**config.mk**
```make
export PLATFORM = sky130hd
export DESIGN_NAME = lockstep_top
export DESIGN_NICKNAME = d
export VERILOG_FILES = /design/src/hw/lockstep_pkg.sv /design/src/hw/lockstep_top.sv /design/src/hw/lockstep_cmp.sv /design/src/hw/lockstep_delay.sv /design/src/hw/lockstep_rst_ctrl.sv /design/src/hw/csum_core.sv
export VERILOG_INCLUDE_DIRS = /design/src /design/src/hw
export SDC_FILE = /design/constraint.sdc
export NUM_CORES = 1
export LEC_CHECK = 0
export BUFFER_PORTS_ARGS = -buffer_cell sky130_fd_sc_hd__buf_4
export CORE_MARGIN = 8
export CORE_UTILIZATION = 55
export DETAILED_ROUTE_END_ITERATION = 8
export PLACE_DENSITY = 0.81
export SYNTH_ARGS = -nofsm -noshare
export SYNTH_HDL_FRONTEND = slang
export SYNTH_SLANG_ARGS = --single-unit
export TNS_END_PERCENT = 10
```
**constraint.sdc**
```tcl
create_clock -name clk_i -period 1.8 [get_ports clk_i]
set_input_delay 0.27 -clock clk_i [delete_from_list [all_inputs] [get_ports clk_i]]
set_output_delay 0.27 -clock clk_i [all_outputs]
set_load 0.03 [all_outputs]
```
**src/hw/lockstep_config.svh**
```systemverilog
/*
  Lockstep build constants. LOCKSTEP_OFFSET must be 2 or more.
  The two enable encodings must stay LOCKSTEP_MUBI_W bits wide and complementary.
*/
`ifndef LOCKSTEP_CONFIG_SVH
`define LOCKSTEP_CONFIG_SVH

// Cycles the shadow core lags the main core
`define LOCKSTEP_OFFSET 2

// Datapath widths
`define LOCKSTEP_DATA_W 16
`define LOCKSTEP_COUNT_W 8

// Multi-bit enable encodings
`define LOCKSTEP_MUBI_W 4
`define LOCKSTEP_MUBI_ON 4'b0101
`define LOCKSTEP_MUBI_OFF 4'b1010

`endif
```
**src/hw/lockstep_pkg.sv**
```systemverilog
/*
  Shared types of the lockstep checker, sized from lockstep_config.svh.
  The offset counter is at least one bit wide.
*/
`include "lockstep_config.svh"

package lockstep_pkg;

  // Counter only has to reach LOCKSTEP_OFFSET-1
  localparam int unsigned OffsetCntW =
    ($clog2(`LOCKSTEP_OFFSET) > 0) ? $clog2(`LOCKSTEP_OFFSET) : 1;

  // One input word, also the running sum
  typedef logic [`LOCKSTEP_DATA_W-1:0] data_t;

  // Number of accepted words
  typedef logic [`LOCKSTEP_COUNT_W-1:0] count_t;

  // Multi-bit enable
  typedef logic [`LOCKSTEP_MUBI_W-1:0] mubi_t;

  // Reset sequencing counter
  typedef logic [OffsetCntW-1:0] offset_cnt_t;

endpackage

```
**src/hw/lockstep_top.sv**
```systemverilog
/*
  Dual-core lockstep checker. The main core sits outside, its inputs and
  outputs come in here. The shadow core runs LOCKSTEP_OFFSET cycles behind.
  Alert is combinational from registers and may pulse for single cycles.
*/
`timescale 1ns/1ps
`include "lockstep_config.svh"

module lockstep_top (
  input  logic                 clk_i,
  input  logic                 rst_ni,
  // Main core inputs
  input  logic                 in_valid_i,
  input  lockstep_pkg::data_t  in_data_i,
  input  logic                 irq_i,
  // Main core outputs
  input  lockstep_pkg::data_t  main_sum_i,
  input  lockstep_pkg::count_t main_count_i,
  input  logic                 main_irq_pending_i,
  output logic                 alert_major_internal_o
);
  import lockstep_pkg::*;

  localparam int unsigned InW  = `LOCKSTEP_DATA_W + 2;
  localparam int unsigned OutW = `LOCKSTEP_DATA_W + `LOCKSTEP_COUNT_W + 1;

  logic            rst_shadow_n;
  mubi_t           enable_cmp;
  logic [InW-1:0]  shadow_inputs;
  logic [OutW-1:0] main_outputs_dly;
  data_t           shadow_sum;
  count_t          shadow_count;
  logic            shadow_irq_pending;

  ////////////////////////////////////////
  // Reset sequencing
  ////////////////////////////////////////

  lockstep_rst_ctrl u_rst_ctrl (
    .clk_i         (clk_i),
    .rst_ni        (rst_ni),
    .rst_shadow_no (rst_shadow_n),
    .enable_cmp_o  (enable_cmp)
  );

  ////////////////////////////////////////
  // Delay lines
  ////////////////////////////////////////

  // Packed as {valid, data, irq}
  lockstep_delay #(
    .WIDTH    (InW),
    .DEPTH    (`LOCKSTEP_OFFSET),
    .RESET_EN (1'b1)
  ) u_in_delay (
    .clk_i  (clk_i),
    .rst_ni (rst_ni),
    .data_i ({in_valid_i, in_data_i, irq_i}),
    .data_o (shadow_inputs)
  );

  // One extra stage for the shadow output register
  lockstep_delay #(
    .WIDTH    (OutW),
    .DEPTH    (`LOCKSTEP_OFFSET + 1),
    .RESET_EN (1'b0)
  ) u_out_delay (
    .clk_i  (clk_i),
    .rst_ni (rst_ni),
    .data_i ({main_sum_i, main_count_i, main_irq_pending_i}),
    .data_o (main_outputs_dly)
  );

  ////////////////////////////////////////
  // Shadow core and comparison
  ////////////////////////////////////////

  csum_core u_shadow_core (
    .clk_i         (clk_i),
    .rst_ni        (rst_shadow_n),
    .in_valid_i    (shadow_inputs[InW-1]),
    .in_data_i     (shadow_inputs[`LOCKSTEP_DATA_W:1]),
    .irq_i         (shadow_inputs[0]),
    .sum_o         (shadow_sum),
    .count_o       (shadow_count),
    .irq_pending_o (shadow_irq_pending)
  );

  lockstep_cmp u_cmp (
    .clk_i                  (clk_i),
    .enable_cmp_i           (enable_cmp),
    .shadow_sum_i           (shadow_sum),
    .shadow_count_i         (shadow_count),
    .shadow_irq_pending_i   (shadow_irq_pending),
    .main_sum_i             (main_outputs_dly[OutW-1 -: `LOCKSTEP_DATA_W]),
    .main_count_i           (main_outputs_dly[`LOCKSTEP_COUNT_W:1]),
    .main_irq_pending_i     (main_outputs_dly[0]),
    .alert_major_internal_o (alert_major_internal_o)
  );

endmodule

```
**src/hw/lockstep_cmp.sv**
```systemverilog
/*
  Shadow output register and mismatch comparator.
  Any enable encoding other than OFF turns checking on.
  The shadow register is not reset.
*/
`timescale 1ns/1ps
`include "lockstep_config.svh"

module lockstep_cmp (
  input  logic                 clk_i,
  input  lockstep_pkg::mubi_t  enable_cmp_i,
  input  lockstep_pkg::data_t  shadow_sum_i,
  input  lockstep_pkg::count_t shadow_count_i,
  input  logic                 shadow_irq_pending_i,
  input  lockstep_pkg::data_t  main_sum_i,
  input  lockstep_pkg::count_t main_count_i,
  input  logic                 main_irq_pending_i,
  output logic                 alert_major_internal_o
);
  import lockstep_pkg::*;

  data_t  shadow_sum_q;
  count_t shadow_count_q;
  logic   shadow_irq_pending_q;
  logic   outputs_mismatch;
  logic   cmp_active;

  // One register stage, matched by the extra stage on the main outputs
  always_ff @(posedge clk_i) begin
    shadow_sum_q         <= shadow_sum_i;
    shadow_count_q       <= shadow_count_i;
    shadow_irq_pending_q <= shadow_irq_pending_i;
  end

  assign outputs_mismatch = (shadow_sum_q != main_sum_i)
                          | (shadow_count_q != main_count_i)
                          | (shadow_irq_pending_q != main_irq_pending_i);

  // A corrupted enable still checks
  assign cmp_active = (enable_cmp_i != mubi_t'(`LOCKSTEP_MUBI_OFF));

  assign alert_major_internal_o = cmp_active & outputs_mismatch;

endmodule

```
**src/hw/lockstep_delay.sv**
```systemverilog
/*
  Shift-register delay line, DEPTH stages of WIDTH bits, DEPTH of 1 or more.
  With RESET_EN clear the stages have no reset and rst_ni is ignored.
*/
`timescale 1ns/1ps

module lockstep_delay #(
  parameter int unsigned WIDTH    = 8,
  parameter int unsigned DEPTH    = 2,
  parameter bit          RESET_EN = 1'b1
) (
  input  logic             clk_i,
  input  logic             rst_ni,
  input  logic [WIDTH-1:0] data_i,
  output logic [WIDTH-1:0] data_o
);

  // Stage 0 takes the input, the last stage drives the output
  logic [DEPTH-1:0][WIDTH-1:0] stage_q;

  if (RESET_EN) begin : g_reset
    always_ff @(posedge clk_i or negedge rst_ni) begin
      if (!rst_ni) begin
        stage_q <= '0;
      end else begin
        stage_q[0] <= data_i;
        for (int unsigned i = 1; i < DEPTH; i++) begin
          stage_q[i] <= stage_q[i-1];
        end
      end
    end
  end else begin : g_no_reset
    always_ff @(posedge clk_i) begin
      stage_q[0] <= data_i;
      for (int unsigned i = 1; i < DEPTH; i++) begin
        stage_q[i] <= stage_q[i-1];
      end
    end
  end

  assign data_o = stage_q[DEPTH-1];

endmodule

```
**src/hw/lockstep_rst_ctrl.sv**
```systemverilog
/*
  Shadow reset and comparison enable sequencing.
  Shadow reset asserts with rst_ni and is released synchronously after
  LOCKSTEP_OFFSET edges. Comparison turns on one edge later.
*/
`timescale 1ns/1ps
`include "lockstep_config.svh"

module lockstep_rst_ctrl (
  input  logic                clk_i,
  input  logic                rst_ni,
  output logic                rst_shadow_no,
  output lockstep_pkg::mubi_t enable_cmp_o
);
  import lockstep_pkg::*;

  localparam offset_cnt_t CntLast = offset_cnt_t'(`LOCKSTEP_OFFSET - 1);

  offset_cnt_t rst_shadow_cnt_q;
  mubi_t       rst_shadow_set_d;
  mubi_t       rst_shadow_set_q;
  mubi_t       enable_cmp_q;

  ////////////////////////////////////////
  // Offset counter
  ////////////////////////////////////////

  // Counts from reset release and stops at the last value
  always_ff @(posedge clk_i or negedge rst_ni) begin
    if (!rst_ni) begin
      rst_shadow_cnt_q <= '0;
    end else if (rst_shadow_cnt_q != CntLast) begin
      rst_shadow_cnt_q <= rst_shadow_cnt_q + offset_cnt_t'(1);
    end
  end

  ////////////////////////////////////////
  // Shadow set and compare enable
  ////////////////////////////////////////

  assign rst_shadow_set_d =
    (rst_shadow_cnt_q >= CntLast) ? mubi_t'(`LOCKSTEP_MUBI_ON) : mubi_t'(`LOCKSTEP_MUBI_OFF);

  always_ff @(posedge clk_i or negedge rst_ni) begin
    if (!rst_ni) begin
      rst_shadow_set_q <= mubi_t'(`LOCKSTEP_MUBI_OFF);
      enable_cmp_q     <= mubi_t'(`LOCKSTEP_MUBI_OFF);
    end else begin
      rst_shadow_set_q <= rst_shadow_set_d;
      enable_cmp_q     <= rst_shadow_set_q;
    end
  end

  // Bit 0 is 1 for ON and 0 for OFF
  assign rst_shadow_no = rst_shadow_set_q[0];
  assign enable_cmp_o  = enable_cmp_q;

endmodule

```
**src/hw/csum_core.sv**
```systemverilog
/*
  Checksum core used as the lockstepped copy. Sum and count wrap silently.
  All outputs are registered and reset to zero.
*/
`timescale 1ns/1ps

module csum_core (
  input  logic                 clk_i,
  input  logic                 rst_ni,
  input  logic                 in_valid_i,
  input  lockstep_pkg::data_t  in_data_i,
  input  logic                 irq_i,
  output lockstep_pkg::data_t  sum_o,
  output lockstep_pkg::count_t count_o,
  output logic                 irq_pending_o
);
  import lockstep_pkg::*;

  data_t  sum_q;
  count_t count_q;
  logic   irq_pending_q;

  // Accumulate only on valid words, hold otherwise
  always_ff @(posedge clk_i or negedge rst_ni) begin
    if (!rst_ni) begin
      sum_q   <= '0;
      count_q <= '0;
    end else if (in_valid_i) begin
      sum_q   <= sum_q + in_data_i;
      count_q <= count_q + count_t'(1);
    end
  end

  // Interrupt request is a level, just registered
  always_ff @(posedge clk_i or negedge rst_ni) begin
    if (!rst_ni) begin
      irq_pending_q <= 1'b0;
    end else begin
      irq_pending_q <= irq_i;
    end
  end

  assign sum_o         = sum_q;
  assign count_o       = count_q;
  assign irq_pending_o = irq_pending_q;

endmodule

```
# Yosys cells after proc, flatten, opt, wreduce, memory -nomap -nowiden
# Cells that the tools add are included.
[word_totals]
regBits = 170
inputBits = 45
elab_cells = 27
[op_classes]
add_sub_neg = 3
n_lt_le_gt_ge = 1
n_eq_ne = 4
muxes = 2
bitwise_logic = 3
[ops]
columns = ["operator", "count"]
rows = [
  ["$add 16x16->16", 1],
  ["$ne 16x16->1", 1],
  ["$add 8x1->8 const B", 1],
  ["$ne 8x8->1", 1],
  ["$mux 4", 1],
  ["$ne 4x4->1 const B", 1],
  ["$or 1x1->1", 2],
  ["$add 1x1->1 const B", 1],
  ["$and 1x1->1", 1],
  ["$ge 1x1->1 const B", 1],
  ["$mux 1", 1],
  ["$ne 1x1->1", 1],
]

# Logic depth before layout (Yosys ltp)
# Gate-level depths: netlist of run 1.
[logic_depth]
depth_word = 4
ltp_mapped = 9
ltp_nobuf = 9

# Cells and area by module
# A second synthesis of run 1 with hierarchy kept.
[unflattened]
hier_cells = 387
hier_area_um2 = 5317.6
[modules_own_cells]
columns = ["module", "n_inst", "cells_each", "area_each_um2", "seq_area_each_um2"]
rows = [
  ["lockstep_delay at u_out_delay", 1, 100, 1689.1, 1501.4],
  ["csum_core", 1, 163, 1656.6, 625.6],
  ["lockstep_delay at u_in_delay", 1, 54, 1036.0, 900.9],
  ["lockstep_cmp", 1, 61, 785.8, 500.5],
  ["lockstep_rst_ctrl", 1, 9, 150.1, 127.6],
]

# Least setup slack after synthesis of run 1
# No wires, ideal clock.
[synth_timing]
path_type = "register -> register"
from = "register u_shadow_core.sum_q[0] (netlist: u_shadow_core.sum_o[0])"
to = "register u_shadow_core.sum_q[14] (netlist: u_shadow_core.sum_o[14])"
setup_ps = 125
t_arrival_ps = 2112
t_required_ps = 1675
path_slack_ps = -437
stages_incl_launch_ff = 10
n_path_buf = 0
cell_sequence = "dfrtp_1 ha_1 fa_1 a21o_1 a31o_1 o2111ai_1 and2b_1 o21ai_1 xor2_1 mux2_2"
[synth_between]
elab_chain_cells = 1
[synth_lines]
columns = ["item", "line_no", "text"]
rows = [
  ["start, declared", "csum_core.sv:19", "data_t sum_q;"],
  ["start signal, assigned", "csum_core.sv:29", "sum_q <= sum_q + in_data_i;"],
  ["$add 16x16->16", "csum_core.sv:29", ""],
]
# No other way between the ends.
# A chain may end at the register's enable or synchronous reset.

# Worst setup path in the final report of run 1
[layout_timing]
from = "register u_out_delay.stage_q (netlist bit u_out_delay.data_o[12])"
to = "output port alert_major_internal_o"
[layout_between]
elab_chain_cells = 4
[layout_lines]
columns = ["item", "line_no", "text"]
rows = [
  ["start, declared", "lockstep_delay.sv:19", "logic [DEPTH-1:0][WIDTH-1:0] stage_q;"],
  ["start signal, assigned by index", "lockstep_delay.sv:36", "stage_q[i] <= stage_q[i-1];"],
  ["$ne 16x16->1", "lockstep_cmp.sv:35", "assign outputs_mismatch = (shadow_sum_q != main_sum_i)"],
  ["$or 1x1->1", "lockstep_cmp.sv:36", "| (shadow_count_q != main_count_i)"],
  ["$or 1x1->1", "lockstep_cmp.sv:37", "| (shadow_irq_pending_q != main_irq_pending_i);"],
  ["$and 1x1->1", "lockstep_cmp.sv:42", "assign alert_major_internal_o = cmp_active & outputs_mismatch;"],
  ["end, declared", "lockstep_top.sv:20", "output logic alert_major_internal_o"],
]
# No other way between the ends.

==> results of run 1 <==
[layer usage]
layer | vias to the layer above | GRT usage (%) | share of wire, % | wire length (um)
li1 | 1432 | - | - | -
met1 | 1443 | 16.3 | 41 | 3760
met2 | 53 | 27.8 | 54 | 4890
met3 | 9 | 5.30 | 3.5 | 318
met4 | 0 | 7.38 | 1.2 | 112
met5 | - | 0 | 0 | 0
[cell families (layout without fill, tap and decap cells)]
group                      Yosys count  in the layout  synth area share (%)
and+or+nand+nor                     53             53                  5.22
adders and majority gates           17             17                  4.38
xor gates and xnor gates            45             45                  7.83
DFF                                166            166                  72.7
other                                1              1                0.0745
buffers and inverters                9            159                  1.24
muxes                               13             13                  2.98
AOI/OAI and AO/OA                   39             39                  5.60
[worst max-delay path: stages, from the launching register on]
cell	delay [ns]
sky130_fd_sc_hd__dfxtp_1	0.31
sky130_fd_sc_hd__xor2_1	0.16
sky130_fd_sc_hd__nor4_1	0.31
sky130_fd_sc_hd__nand3_1	0.21
sky130_fd_sc_hd__nor4_2	0.21
sky130_fd_sc_hd__a21oi_1	0.10
sky130_fd_sc_hd__buf_4	0.18
[cells in the final DEF, fill, tap and decap left out, types with 4 or more instances in the layout]
cell and instances:
sky130_fd_sc_hd__dfrtp_1 64, sky130_fd_sc_hd__a21oi_1 12, sky130_fd_sc_hd__buf_4 79, sky130_fd_sc_hd__o21ai_0 4, sky130_fd_sc_hd__nand2_1 12, sky130_fd_sc_hd__nor2_1 13, sky130_fd_sc_hd__mux2_2 11, sky130_fd_sc_hd__xor2_1 20
sky130_fd_sc_hd__ha_4 4, sky130_fd_sc_hd__clkbuf_16 16, sky130_fd_sc_hd__dlygate4sd3_1 44, sky130_fd_sc_hd__ha_1 12, sky130_fd_sc_hd__nand3_1 5, sky130_fd_sc_hd__dfxtp_1 99, sky130_fd_sc_hd__inv_1 4, sky130_fd_sc_hd__xnor2_1 25
sky130_fd_sc_hd__nand4_1 6
[where the power goes]
| part | switching, mW | total (mW) | internal, mW |
|---|---|---|---|
| clock network | 1.43 | 3.42 | 1.99 |
| logic | 1.35 | 3.09 | 1.73 |
| registers | 0.431 | 4.81 | 4.38 |
[area by class of cell]
type                            count  share of cell area (%)
Sequential cell                   166                    53.6
Clock inverter                     14                    2.20
Multi-Input combinational cell    168                    20.6
Clock buffer                       18                    6.13
Tap cell                          111                    2.04
Timing Repair Buffer              123                    15.2
Inverter                            4                   0.220
[registers in the layout, summed over array words and instances, names as in the netlist]
signal                       count
u_cmp.shadow_irq_pending_q       1
u_out_delay.stage_q             50
u_cmp.shadow_count_q             8
u_rst_ctrl.enable_cmp_o          2
u_out_delay.data_o              25
u_rst_ctrl.rst_shadow_cnt_q      1
u_shadow_core.sum_o             16
u_in_delay.data_o               18
u_cmp.shadow_sum_q              16
u_in_delay.stage_q              18
u_shadow_core.irq_pending_o      1
u_rst_ctrl.rst_shadow_set_q      2
u_shadow_core.count_o            8
[worst paths after layout]
check	depth (start not counted)	slack, ns	from	end
setup / recovery	6	-0.47	u_out_delay.data_o[12]$_DFF_P_	alert_major_internal_o
hold / removal	0	0.11	u_rst_ctrl.rst_shadow_set_q[2]$_DFF_PN0_	u_shadow_core.sum_o[9]$_DFFE_PN0P_
setup reg to reg	9	-0.43	u_shadow_core.sum_o[0]$_DFFE_PN0P_	u_shadow_core.sum_o[8]$_DFFE_PN0P_
hold reg to reg	0	0.11	u_rst_ctrl.rst_shadow_set_q[2]$_DFF_PN0_	u_shadow_core.sum_o[9]$_DFFE_PN0P_
max in group asynchronous	1	1.12	u_rst_ctrl.rst_shadow_set_q[2]$_DFF_PN0_	u_shadow_core.sum_o[4]$_DFFE_PN0P_
min in group clk_i	0	0.33	u_out_delay.stage_q[40]$_DFF_P_	u_out_delay.data_o[15]$_DFF_P_
[timing repair]
item,in CTS,in global routing
resized for setup,7,7
hold buffers,44,0
setup endpoints to repair,12,12
endpoints found under the hold margin,82,0
gates cloned,0,0
pin swaps,4,2
[per-stage QoR]
stage	cells	worst slack (ns)	cell area (um^2)	utilization (%)
2_1_floorplan	343	-0.341	5040	-
5_1_grt	604	-0.573	6820	75.2
3_5_place_dp	528	-0.459	5720	63.1
3_3_place_gp	528	-0.402	5720	63.1
4_1_cts	604	-0.506	6770	74.6
6_report	604	-0.475	6820	75.2
==> flow_results.org, run 1 <==
** Status
- Outcome :: finished, violations left
- The final reports fail on setup timing.

** Yosys
- Number of distinct library cells after synthesis :: 47
- Net count of the mapped netlist :: 405
- Dominant cell by count in the synthesized netlist :: sky130_fd_sc_hd__dfxtp_1
- Synth cell count leaders :: sky130_fd_sc_hd__dfxtp_1 (100), sky130_fd_sc_hd__dfrtp_1 (64), sky130_fd_sc_hd__xnor2_1 (25)
- The average instance in the mapped netlist occupies 14.7 um^2.
- Post-synthesis register bit count :: 166
- After synthesis, flip-flops and latches occupy 72.7% of the total area.
- Cells taking the most area after synthesis :: sky130_fd_sc_hd__dfxtp_1 (40%), sky130_fd_sc_hd__dfrtp_1 (32%), sky130_fd_sc_hd__xnor2_1 (4.4%), sky130_fd_sc_hd__ha_1 (4.0%), sky130_fd_sc_hd__xor2_1 (3.5%)
- Number of enable flip-flop cells after synthesis :: 0
- Share of flip-flops with an asynchronous set or reset after synthesis :: 39.8%
- Most used flip-flop cell after synthesis :: sky130_fd_sc_hd__dfxtp_1
- Gate Count Post-Synth :: 343
- Post-synthesis instance area :: 5030 um^2
- sky130_fd_sc_hd__dfxtp_1 takes more of the synthesized area than any other cell.
- Top-area cell type share of the netlist area :: 39.8%
- Yosys printed 0 warnings.

** Drt
- Wire length after detailed routing :: 9080 um
- After detailed routing, the number of vias per cell comes to 4.86.
- The first TritonRoute pass finished after 4 iterations.
- After detailed routing, the average wire length per cell comes to 15.0 um.
- In this run, the number of DRC markers left after iteration 0 of detailed routing was 124.
- DRC violation count after routing :: 0
- Detail Route Antenna Nets :: 0
- Via Count :: 2937

** Timing
- Setup slack on the critical path of the routed design comes to -0.475 ns.
- Clock skew after layout :: 0.00682 ns
- For the finished layout, the period the worst path requires is 2.27 ns.
- Measured against its own limit, the worst slew margin works out to 65.8%.
- Top achievable clock speed :: 440 MHz
- In the final timing run, aggregate negative setup slack is -3.30 ns.
- Count of final hold-check violations :: 0
- Setup repair after global routing missed its margin :: true
- Setup-violating endpoint count in the final report :: 11
- Final Slew Violations :: 0
- Min Hold Slack :: 0.112 ns
- At the pin with the least slew margin, the transition time is 0.513 ns.
- The final critical path takes up 126% of the cycle.

** Cells and area
- Cells with a size suffix above 1 make up 29.4% of the layout.
- 0 antenna diodes ended up in the layout.
- Total number of nets in the final design :: 542
- Fill cell total of the finished layout :: 566
- Area of all sequential standard cells :: 3660 um^2
- In the final layout, the multi-input gates occupy 1410 um^2.
- Relative to the synthesized area, the layout overhead comes to 35.5%.

** Clocking
- Clock-pin slew on the worst setup and hold paths :: 0.07 ns
- CTS saw 166 sinks.
- The clock reaches the later pin of the worst-skew pair after 0.52 ns.
- In this run, CTS created clock tree buffers numbering 17.
- In this run the post-CTS setup repair buffer count came out at 0.
- The clock passes through at most 2 buffers.
- H-Tree Level Count :: 4
- Cell chosen for the clock root :: sky130_fd_sc_hd__clkbuf_8
- TritonCTS built the clock tree.

** Pwr
- Maximum ir drop on the vdd rail :: 0.765 mV
- Total power for the finished layout comes to 11.3 mW.
- Reported leakage power :: 3.01 nW
- Power density normalized to cell area :: 1660 nW/um^2

** Placement
- Detail Placement HPWL :: 5860 um
- Routability congestion estimate :: 0.846
- Buffers placed on the I/O ports in this run total 45.

** Run
- The tool flagged a number of max-cap violations equal to 0.

** GRT
- The initial antenna violation count came to 0.
- GRT Util Overall :: 15.7%
- Number of global-route vias before repair :: 3273
- Pin count of the biggest net entering global routing :: 42
- Global-route wire length before repair :: 15100 um
- Remaining Overflow, GRT :: 0

** Floorplan
- Number of cell rows :: 35
- For this design the top-level I/O count stands at 46.
- The region available for standard cell placement spans 9060 um^2.
- The floorplan step set the die height to 112 um.
- The die is 112 um wide.
- DIE AREA :: 12500 um^2
- Initial Utilization :: 55.5%

** Worst setup path
- Critical path data required time :: 1.53 ns
- Data on the critical path arrives at its endpoint at 2.00 ns.
- STA classifies the critical path startpoint as a register.
- Nature of the critical path endpoint :: primary output
- By startpoint and endpoint, the worst setup path is classified as register to primary output.
- In this run the worst path has a maximum fanout of 1.

** Worst hold path
- Hold Crit Class :: register to async pin
(Power assumes the default switching activity.)
==> run 2: changes to the inputs <==
Settings changed: CORE_UTILIZATION 55 to 50, PLACE_DENSITY 0.81 to 0.78.
Clock period 1.8 ns to 1.9 ns, I/O delays scaled along.
==> run 2 against run 1 <==
  * The flow still finishes with violations (setup timing)
  * Via count down 3.2%
  * Core utilization down 6.0 points
  * Wire length down 5.2%
  * Clock-buffer cell count down 1
  * Sequential share of layout area up 0.42 points
  * Global-route usage down 1.5 points
  * Sequential power down 5.8%
  * Clock power down 5%
  * Register-to-register slack better by 0.11 ns
  * Cell count up 2.0%
  * Final area down 0.81%
  * Total power down 7.3%
  * Highest routed layer unchanged
==> flow_results.org, run 2 (synthesis gave the netlist of run 1 again) <==
** Clocking
- The TritonCTS clock tree was built (unchanged).
- H-Tree Level Count :: 4 (unchanged)
- TritonCTS Buffers :: 17 (unchanged)
- The buffer count from post-CTS setup fixing came to 0 (unchanged).
- Clk buf depth :: 2 (unchanged)
- Clock-pin slew on the worst setup and hold paths :: 0.07 ns (about the same)
- The CTS sink count was 166 (unchanged).
- Latest clock arrival within the worst-skew pair :: 0.52 ns (about the same)
- Cell chosen for the clock root :: sky130_fd_sc_hd__clkbuf_8 (unchanged)

** Cells and area
- Number of flip-flops under the largest register name :: 50 (unchanged)
- Fraction of final layout cells sized beyond drive strength 1 :: 27.7% (was 29.4%)
- Most flops, register :: u_out_delay.stage_q (unchanged)
- ANT cells :: 0 (unchanged)
- The most common cell after layout, fill and taps aside was sky130_fd_sc_hd__dfxtp_1 (unchanged).
- Most frequent cells in the layout: sky130_fd_sc_hd__dfxtp_1 (100), sky130_fd_sc_hd__buf_4 (69), sky130_fd_sc_hd__dfrtp_1 (64), sky130_fd_sc_hd__dlygate4sd3_1 (44), sky130_fd_sc_hd__xnor2_1 (25) (was sky130_fd_sc_hd__dfxtp_1 (99), sky130_fd_sc_hd__buf_4 (79), sky130_fd_sc_hd__dfrtp_1 (64), sky130_fd_sc_hd__dlygate4sd3_1 (44), sky130_fd_sc_hd__xnor2_1 (25)).
- The post-synthesis to final-layout area growth came to 34.4% (was 35.5%).
- The net total in the final layout came to 532 (was 542).
- Fill cell total of the finished layout :: 674 (was 566)

** Drt
- Drt first-iter violations :: 124 (unchanged)
- The total routed wirelength was 8600 um (was 9080 um).
- DRC violation count after routing :: 0 (unchanged)
- Avg Vias per Cell :: 4.61 (was 4.86)
- The iteration count of the initial detailed-routing pass came to 4 (unchanged).
- Detail Route Antenna Nets :: 0 (unchanged)
- Avg WL per Cell :: 14.0 um (was 15.0 um)
- The via count of the routed design is 2842 (was 2937).

** GRT
- The global-route congestion overflow total was 0 (unchanged).
- The via count of the first global-routing pass was 3138 (was 3273).
- The wire length of the first global-routing pass was 14300 um (was 15100 um).
- Antenna violations before repair :: 0 (unchanged)
- GRT Util Overall :: 14.2% (was 15.7%)
- Pin count of the biggest net entering global routing :: 42 (unchanged)

** Status
- Violations in the final reports: setup timing (unchanged).
- Outcome :: finished, violations left (unchanged)

** Worst setup path
- Critical-path maximum fanout :: 1 (unchanged)
- The sort of element at the end of the critical path is a primary output (unchanged).
- Critical path data required time :: 1.62 ns (was 1.53 ns)
- The category of the most critical setup path is register to primary output (unchanged).
- The worst path arrival time is 1.97 ns (was 2.00 ns).
- Kind of start point of the critical path :: register (unchanged)

** Floorplan
- The chip height came to 116 um (was 112 um).
- Number of cell rows :: 36 (was 35)
- The area of the placeable core came to 9770 um^2 (was 9060 um^2).
- Initial Utilization :: 51.5% (was 55.5%)
- The number of ports placed on the die boundary was 46 (unchanged).
- DIE AREA :: 13500 um^2 (was 12500 um^2)
- The chip width came to 116 um (was 112 um).

** Pwr
- The power per standard cell area was 1550 nW/um^2 (was 1660 nW/um^2).
- Reported leakage power :: 2.96 nW (was 3.01 nW)
- The peak supply drop is 0.997 mV (was 0.765 mV).

** Timing
- The setup violation total in the final timing report is 10 (was 11).
- Setup repair after global routing missed its margin: true (unchanged).
- Max_slew headroom :: 66.0% (was 65.8%)
- The clock tree skew after final layout is 0.00832 ns (was 0.00682 ns).
- Final critical delay including setup and external delays :: 2.26 ns
- Count of final hold-check violations :: 0 (unchanged)
- After layout, the worst path uses 119% of the clock period.
- The worst hold margin is 0.124 ns (was 0.112 ns).
- Top achievable clock speed :: 443 MHz
- The final worst slack was -0.358 ns (was -0.475 ns).
- Final Slew Violations :: 0 (unchanged)
- Actual transition at the worst max-transition pin :: 0.509 ns (was 0.513 ns)

** Placement
- The quantity of I/O buffers inserted on ports is 45 (unchanged).
- The worst-case setup slack after placement was -0.350 ns (was -0.459 ns).
- Detail Placement HPWL :: 5730 um (was 5860 um)
- Routability congestion estimate :: 0.833 (was 0.846)

** Run
- Max cap viols :: 0 (unchanged)

** Worst hold path
- Hold Crit Class :: register to async pin (unchanged)
run 2: critical path, cell delays in order, from the launching register on:
cell	delay, ns
sky130_fd_sc_hd__dfxtp_1	0.31
sky130_fd_sc_hd__xor2_1	0.16
sky130_fd_sc_hd__nor4_2	0.30
sky130_fd_sc_hd__nand3_1	0.18
sky130_fd_sc_hd__nor4_2	0.26
sky130_fd_sc_hd__a21oi_1	0.07
sky130_fd_sc_hd__buf_4	0.17
run 2: worst paths after layout:
check	from	endpoint	slack [ns]	depth (start not counted)
max in group asynchronous	u_rst_ctrl.rst_shadow_set_q[2]$_DFF_PN0_	u_shadow_core.sum_o[13]$_DFFE_PN0P_	1.18	1
worst min register to register	u_rst_ctrl.rst_shadow_set_q[2]$_DFF_PN0_	u_shadow_core.sum_o[15]$_DFFE_PN0P_	0.12	0
worst max-delay path	u_out_delay.data_o[23]$_DFF_P_	alert_major_internal_o	-0.36	6
worst max register to register	u_shadow_core.sum_o[0]$_DFFE_PN0P_	u_shadow_core.sum_o[8]$_DFFE_PN0P_	-0.32	9
worst min-delay path	u_rst_ctrl.rst_shadow_set_q[2]$_DFF_PN0_	u_shadow_core.sum_o[15]$_DFFE_PN0P_	0.12	0
min in group clk_i	u_out_delay.stage_q[19]$_DFF_P_	u_out_delay.stage_q[44]$_DFF_P_	0.32	0
run 2: report_power, final:
group	internal (mW)	leakage (nW)	switching (mW)
Clock	1.80	0.282	1.45
Sequential	4.14	1.62	0.389
Combinational	1.47	1.07	1.24
Total	7.42	2.96	3.08
run 2: metrics by stage:
stage	instances	setup TNS, ns	power (mW)	utilization, %	area (um^2)
detailed placement	540	-2.55	7.09	58.0	5670
global placement	540	-1.83	6.98	58.0	5670
global route	616	-3.38	11.1	69.2	6760
CTS	616	-2.36	10.5	68.9	6740
finish	616	-2.38	10.5	69.2	6760
floorplan	343	-0.725	6.23	-	5040
run 2: repair_timing:
action	4_1_cts	5_1_grt
cloned	0	0
pin swaps	1	0
hold endpoints to repair	82	0
endpoints found under the setup margin	11	12
gates resized for setup	7	5
hold buffers	44	0
run 2: metal layers:
metal	GRT usage (%)	routed length (um)
met5	0	0
met4	6.66	103
met3	5.33	367
met2	24.5	4540
met1	15.1	3590
run 2: layout make-up:
| type | count | area (um^2) | share of cell area (%) |
|---|---|---|---|
| sequential | 166 | 3660 | 54.1 |
| multi-input combinational | 168 | 1400 | 20.6 |
| timing repair buffer | 113 | 958 | 14.2 |
| clock buffer | 17 | 414 | 6.12 |
| tap | 133 | 166 | 2.46 |
| clock inverter | 15 | 158 | 2.33 |
| inverter | 4 | 15.0 | 0.222 |
==> run 3: changes to the inputs <==
Settings changed: GPL_TIMING_DRIVEN set to 0.
==> run 3 against run 2 <==
  * The run still ends with setup timing left
  * Non-clock buffer count is 19 lower
  * Final area is 1.8% lower
  * Flip-flop and latch count stayed put
  * Critical path depth stayed put
  * Die area stayed put
  * Sequential share of layout area is 0.98 points higher
  * Via count is 3.0% lower
  * Highest routed layer unchanged
==> flow_results.org, run 3 (synthesis gave the netlist of run 1 again) <==
** Status
- Outcome: finished, violations left (unchanged).
- Violations in the final reports: setup timing (unchanged).

** Clocking
- Cell chosen for the clock root :: sky130_fd_sc_hd__clkbuf_8 (unchanged)
- The TritonCTS clock tree was built (unchanged).
- Clock-pin slew on the worst setup and hold paths :: 0.07 ns (about the same)
- The CTS sink count was 166 (unchanged).
- The total clock buffers created by CTS came to 17 (unchanged).
- The maximum number of buffers from clock root to sink was 2 (unchanged).
- The clock insertion delay at the later pin of the skew report was 0.52 ns (about the same).
- H-Tree Level Count :: 4 (unchanged)

** GRT
- The wire length of the first global-routing pass came to 13700 um (was 14300 um).
- Pin count of the biggest net entering global routing :: 42 (unchanged)
- The global-route usage over all layers was 13.6% (was 14.2%).
- The initial antenna violation count is 0 (unchanged).
- The global-route congestion overflow total is 0 (unchanged).
- Number of global-route vias before repair :: 2954 (was 3138)

** Pwr
- Reported leakage power :: 2.89 nW (was 2.96 nW)
- Share of total power in the clock network :: 33.6% (was 31.0%)
- The relative contribution of sequential cells to total power was 44.0% (was 43.2%).
- Sw Share :: 28.0% (was 29.3%)
- Maximum ir drop on the vdd rail :: 1.34 mV (was 0.997 mV)
- The power per standard cell area came to 1550 nW/um^2 (about the same).
- Internal Power :: 7.43 mW (was 7.42 mW)
- Comb power frac :: 22.4% (was 25.8%)
- Total power draw :: 10.3 mW (was 10.5 mW)
- Net switching power of the design :: 2.90 mW (was 3.08 mW)

** Worst setup path
- The critical-path cell with the highest stage delay is sky130_fd_sc_hd__nor4_2 (was sky130_fd_sc_hd__dfxtp_1).
- The launching element type of the critical path was a register (unchanged).
- Cell type group with the largest total delay on the critical path :: simple AND/OR/NAND/NOR gates (unchanged)
- The worst path arrival time came to 2.03 ns (was 1.97 ns).
- The sort of element at the end of the critical path is a primary output (unchanged).
- The worst path buffer plus inverter count was 1 (unchanged).
- The stage delay of the slowest cell on the critical path was 0.33 ns (was 0.31 ns).
- The worst reg2reg path depth came to 9 (unchanged).
- Crit path cell chain :: xor2_1 > nor4_2 > nand3_1 > nor4_2 > a21oi_1 > buf_4 (unchanged)
- The category of the most critical setup path is register to primary output (unchanged).
- The maximum net fanout on the critical path came to 1 (unchanged).
- The termination of the worst setup path is alert_major_internal_o (unchanged).
- The logic depth of the worst setup path including buffers is 6 (unchanged).
- Destination of the worst register-to-register timing path :: u_shadow_core.sum_o[14]$_DFFE_PN0P_ (was u_shadow_core.sum_o[8]$_DFFE_PN0P_)
- The cell repeated most along the worst path is sky130_fd_sc_hd__nor4_2 (unchanged).
- The critical path startpoint is u_out_delay.data_o[2]$_DFF_P_ (was u_out_delay.data_o[23]$_DFF_P_).
- The data required time at the worst endpoint is 1.62 ns (about the same).
- Worst R2R Start :: u_shadow_core.sum_o[0]$_DFFE_PN0P_ (unchanged)
- The worst setup slack for register-to-register paths was -0.37 ns (was -0.32 ns).

** Drt
- The number of design rule violations left after detail routing is 0 (unchanged).
- Avg WL per Cell :: 13.7 um (was 14.0 um)
- The initial DRC count was 149 (was 124).
- The via count of the routed design is 2756 (was 2842).
- Wire length after detailed routing :: 8200 um (was 8600 um)
- Detail Route Antenna Nets :: 0 (unchanged)
- Met2 wirelength from detailed routing :: 4220 um (was 4540 um)
- The iteration count of the initial detailed-routing pass is 4 (unchanged).
- Top Metal Used :: met4 (unchanged)
- The detailed-routing wirelength on met1 is 3580 um (was 3590 um).
- DR WL met3 :: 341 um (was 367 um)
- The detail-routed via count per cell was 4.62 (was 4.61).

** Placement
- Detail Placement HPWL :: 5240 um (was 5730 um)
- The quantity of I/O buffers inserted on ports was 45 (unchanged).
- Cell count after placement :: 521 (was 540)
- Routability congestion estimate :: 0.823 (was 0.833)

** Cells and area
- Total number of nets in the final design :: 513 (was 532)
- Fraction of final layout cells sized beyond drive strength 1 :: 24.1% (was 27.7%)
- Most frequent cells in the layout :: sky130_fd_sc_hd__dfxtp_1 (100), sky130_fd_sc_hd__dfrtp_1 (64), sky130_fd_sc_hd__buf_4 (46), sky130_fd_sc_hd__dlygate4sd3_1 (44), sky130_fd_sc_hd__xnor2_1 (25) (was sky130_fd_sc_hd__dfxtp_1 (100), sky130_fd_sc_hd__buf_4 (69), sky130_fd_sc_hd__dfrtp_1 (64), sky130_fd_sc_hd__dlygate4sd3_1 (44), sky130_fd_sc_hd__xnor2_1 (25))
- The post-route non-filler standard cell count is 597 (was 616).
- Number of flip-flops under the largest register name :: 50 (unchanged)
- The number of diodes is 0 (unchanged).
- Multi-input logic area :: 1370 um^2 (was 1400 um^2)
- The register with the highest flop count is u_out_delay.stage_q (unchanged).
- The most common cell after layout, fill and taps aside was sky130_fd_sc_hd__dfxtp_1 (unchanged).
- The post-synthesis to final-layout area growth is 32.1% (was 34.4%).
- Area of all sequential standard cells :: 3660 um^2 (unchanged)
- The number of fillers in the final layout was 678 (was 674).

** Timing
- Actual transition at the worst max-transition pin :: 1.09 ns (was 0.509 ns)
- Count of final hold-check violations :: 0 (unchanged)
- The final critical path time including I/O delays and setup came to 2.32 ns (was 2.26 ns).
- Final cycle utilization of the critical path :: 122% (was 119%)
- The max-slew violation count is 0 (unchanged).
- Final worst-path setup slack :: -0.417 ns (was -0.358 ns)
- Min Hold Slack :: 0.295 ns (was 0.124 ns)
- The relative slew slack is 27.2% (was 66.0%).
- Setup-violating endpoint count in the final report :: 10 (unchanged)
- Setup repair after global routing missed its margin :: true (unchanged)
- Top achievable clock speed :: 432 MHz (was 443 MHz)
- The clock tree skew after final layout is 0.00682 ns (was 0.00832 ns).

** Floorplan
- Core Box Area :: 9770 um^2 (unchanged)
- The overall die area is 13500 um^2 (unchanged).
- The chip height is 116 um (unchanged).
- The number of ports placed on the die boundary is 46 (unchanged).
- The effective utilization at floorplan was 51.5% (unchanged).
- Number of cell rows :: 36 (unchanged)
- Width of the chip :: 116 um (unchanged)

** Worst hold path
- The class of the worst hold path is input pin to async pin (was register to async pin).

** Run
- Max cap viols :: 0 (unchanged)
## run 3: through the flow
step / util (%) / cell area [um^2] / TNS (ns) / setup slack, ns
floorplan: - / 5040 / -0.725 / -0.241
global placement: 56.7 / 5540 / -2.01 / -0.408
detailed placement: 56.7 / 5540 / -2.23 / -0.416
CTS: 67.7 / 6620 / -2.57 / -0.436
global route: 68.0 / 6640 / -3.66 / -0.541
finish: 68.0 / 6640 / -2.42 / -0.417
## run 3: layout make-up
cell class | count | area share, %
Sequential cell | 166 | 55.0
Multi-Input combinational cell | 168 | 20.6
Timing Repair Buffer | 89 | 11.7
Clock buffer | 18 | 6.44
Clock inverter | 14 | 2.81
Tap cell | 133 | 2.50
Buffer | 5 | 0.716
Inverter | 4 | 0.226
## run 3: worst register-to-register path, stage by stage, from the launching register on
cell and delay, ns:
sky130_fd_sc_hd__dfrtp_1 0.40, sky130_fd_sc_hd__ha_2 0.19, sky130_fd_sc_hd__fa_2 0.35, sky130_fd_sc_hd__a21o_1 0.20, sky130_fd_sc_hd__a31o_1 0.24, sky130_fd_sc_hd__o2111ai_2 0.10, sky130_fd_sc_hd__and2b_2 0.19, sky130_fd_sc_hd__o21ai_1 0.08
sky130_fd_sc_hd__xor2_1 0.15, sky130_fd_sc_hd__mux2_2 0.26
## run 3: power groups by stage
stage,registers (mW),clock network [mW],logic [mW]
2_1_floorplan,4.49,0,1.74
3_3_place_gp,4.59,0,2.06
3_5_place_dp,4.62,0,2.13
4_1_cts,4.55,3.54,2.25
5_1_grt,4.62,3.72,2.59
6_report,4.54,3.47,2.32
## run 3: worst min-delay path by stage
stage / to / cells after the start / slack, ns / from
4_1_cts: u_in_delay.data_o[4]$_DFF_PN0_ / 2 / 0.28 / rst_ni
3_5_place_dp: u_in_delay.stage_q[15]$_DFF_PN0_ / 1 / 0.29 / rst_ni
5_1_grt: u_in_delay.data_o[17]$_DFF_PN0_ / 2 / 0.31 / rst_ni
6_report: u_in_delay.stage_q[1]$_DFF_PN0_ / 2 / 0.29 / rst_ni
3_3_place_gp: u_in_delay.stage_q[17]$_DFF_PN0_ / 1 / 0.28 / rst_ni
2_1_floorplan: u_in_delay.data_o[0]$_DFF_PN0_ / 0 / -0.01 / rst_ni
## run 3: layer usage
metal,up-vias,GRT usage [%]
met3,6,5.58
met1,1326,15.7
met5,-,0
li1,1375,-
met2,49,22.2
met4,0,5.45
## run 3: repair_timing
action,in CTS,in global routing
endpoints found under the setup margin,11,11
pin swaps,10,0
buffers inserted,0,0
hold buffers,44,0
endpoints found under the hold margin,82,0
gates resized for setup,4,4
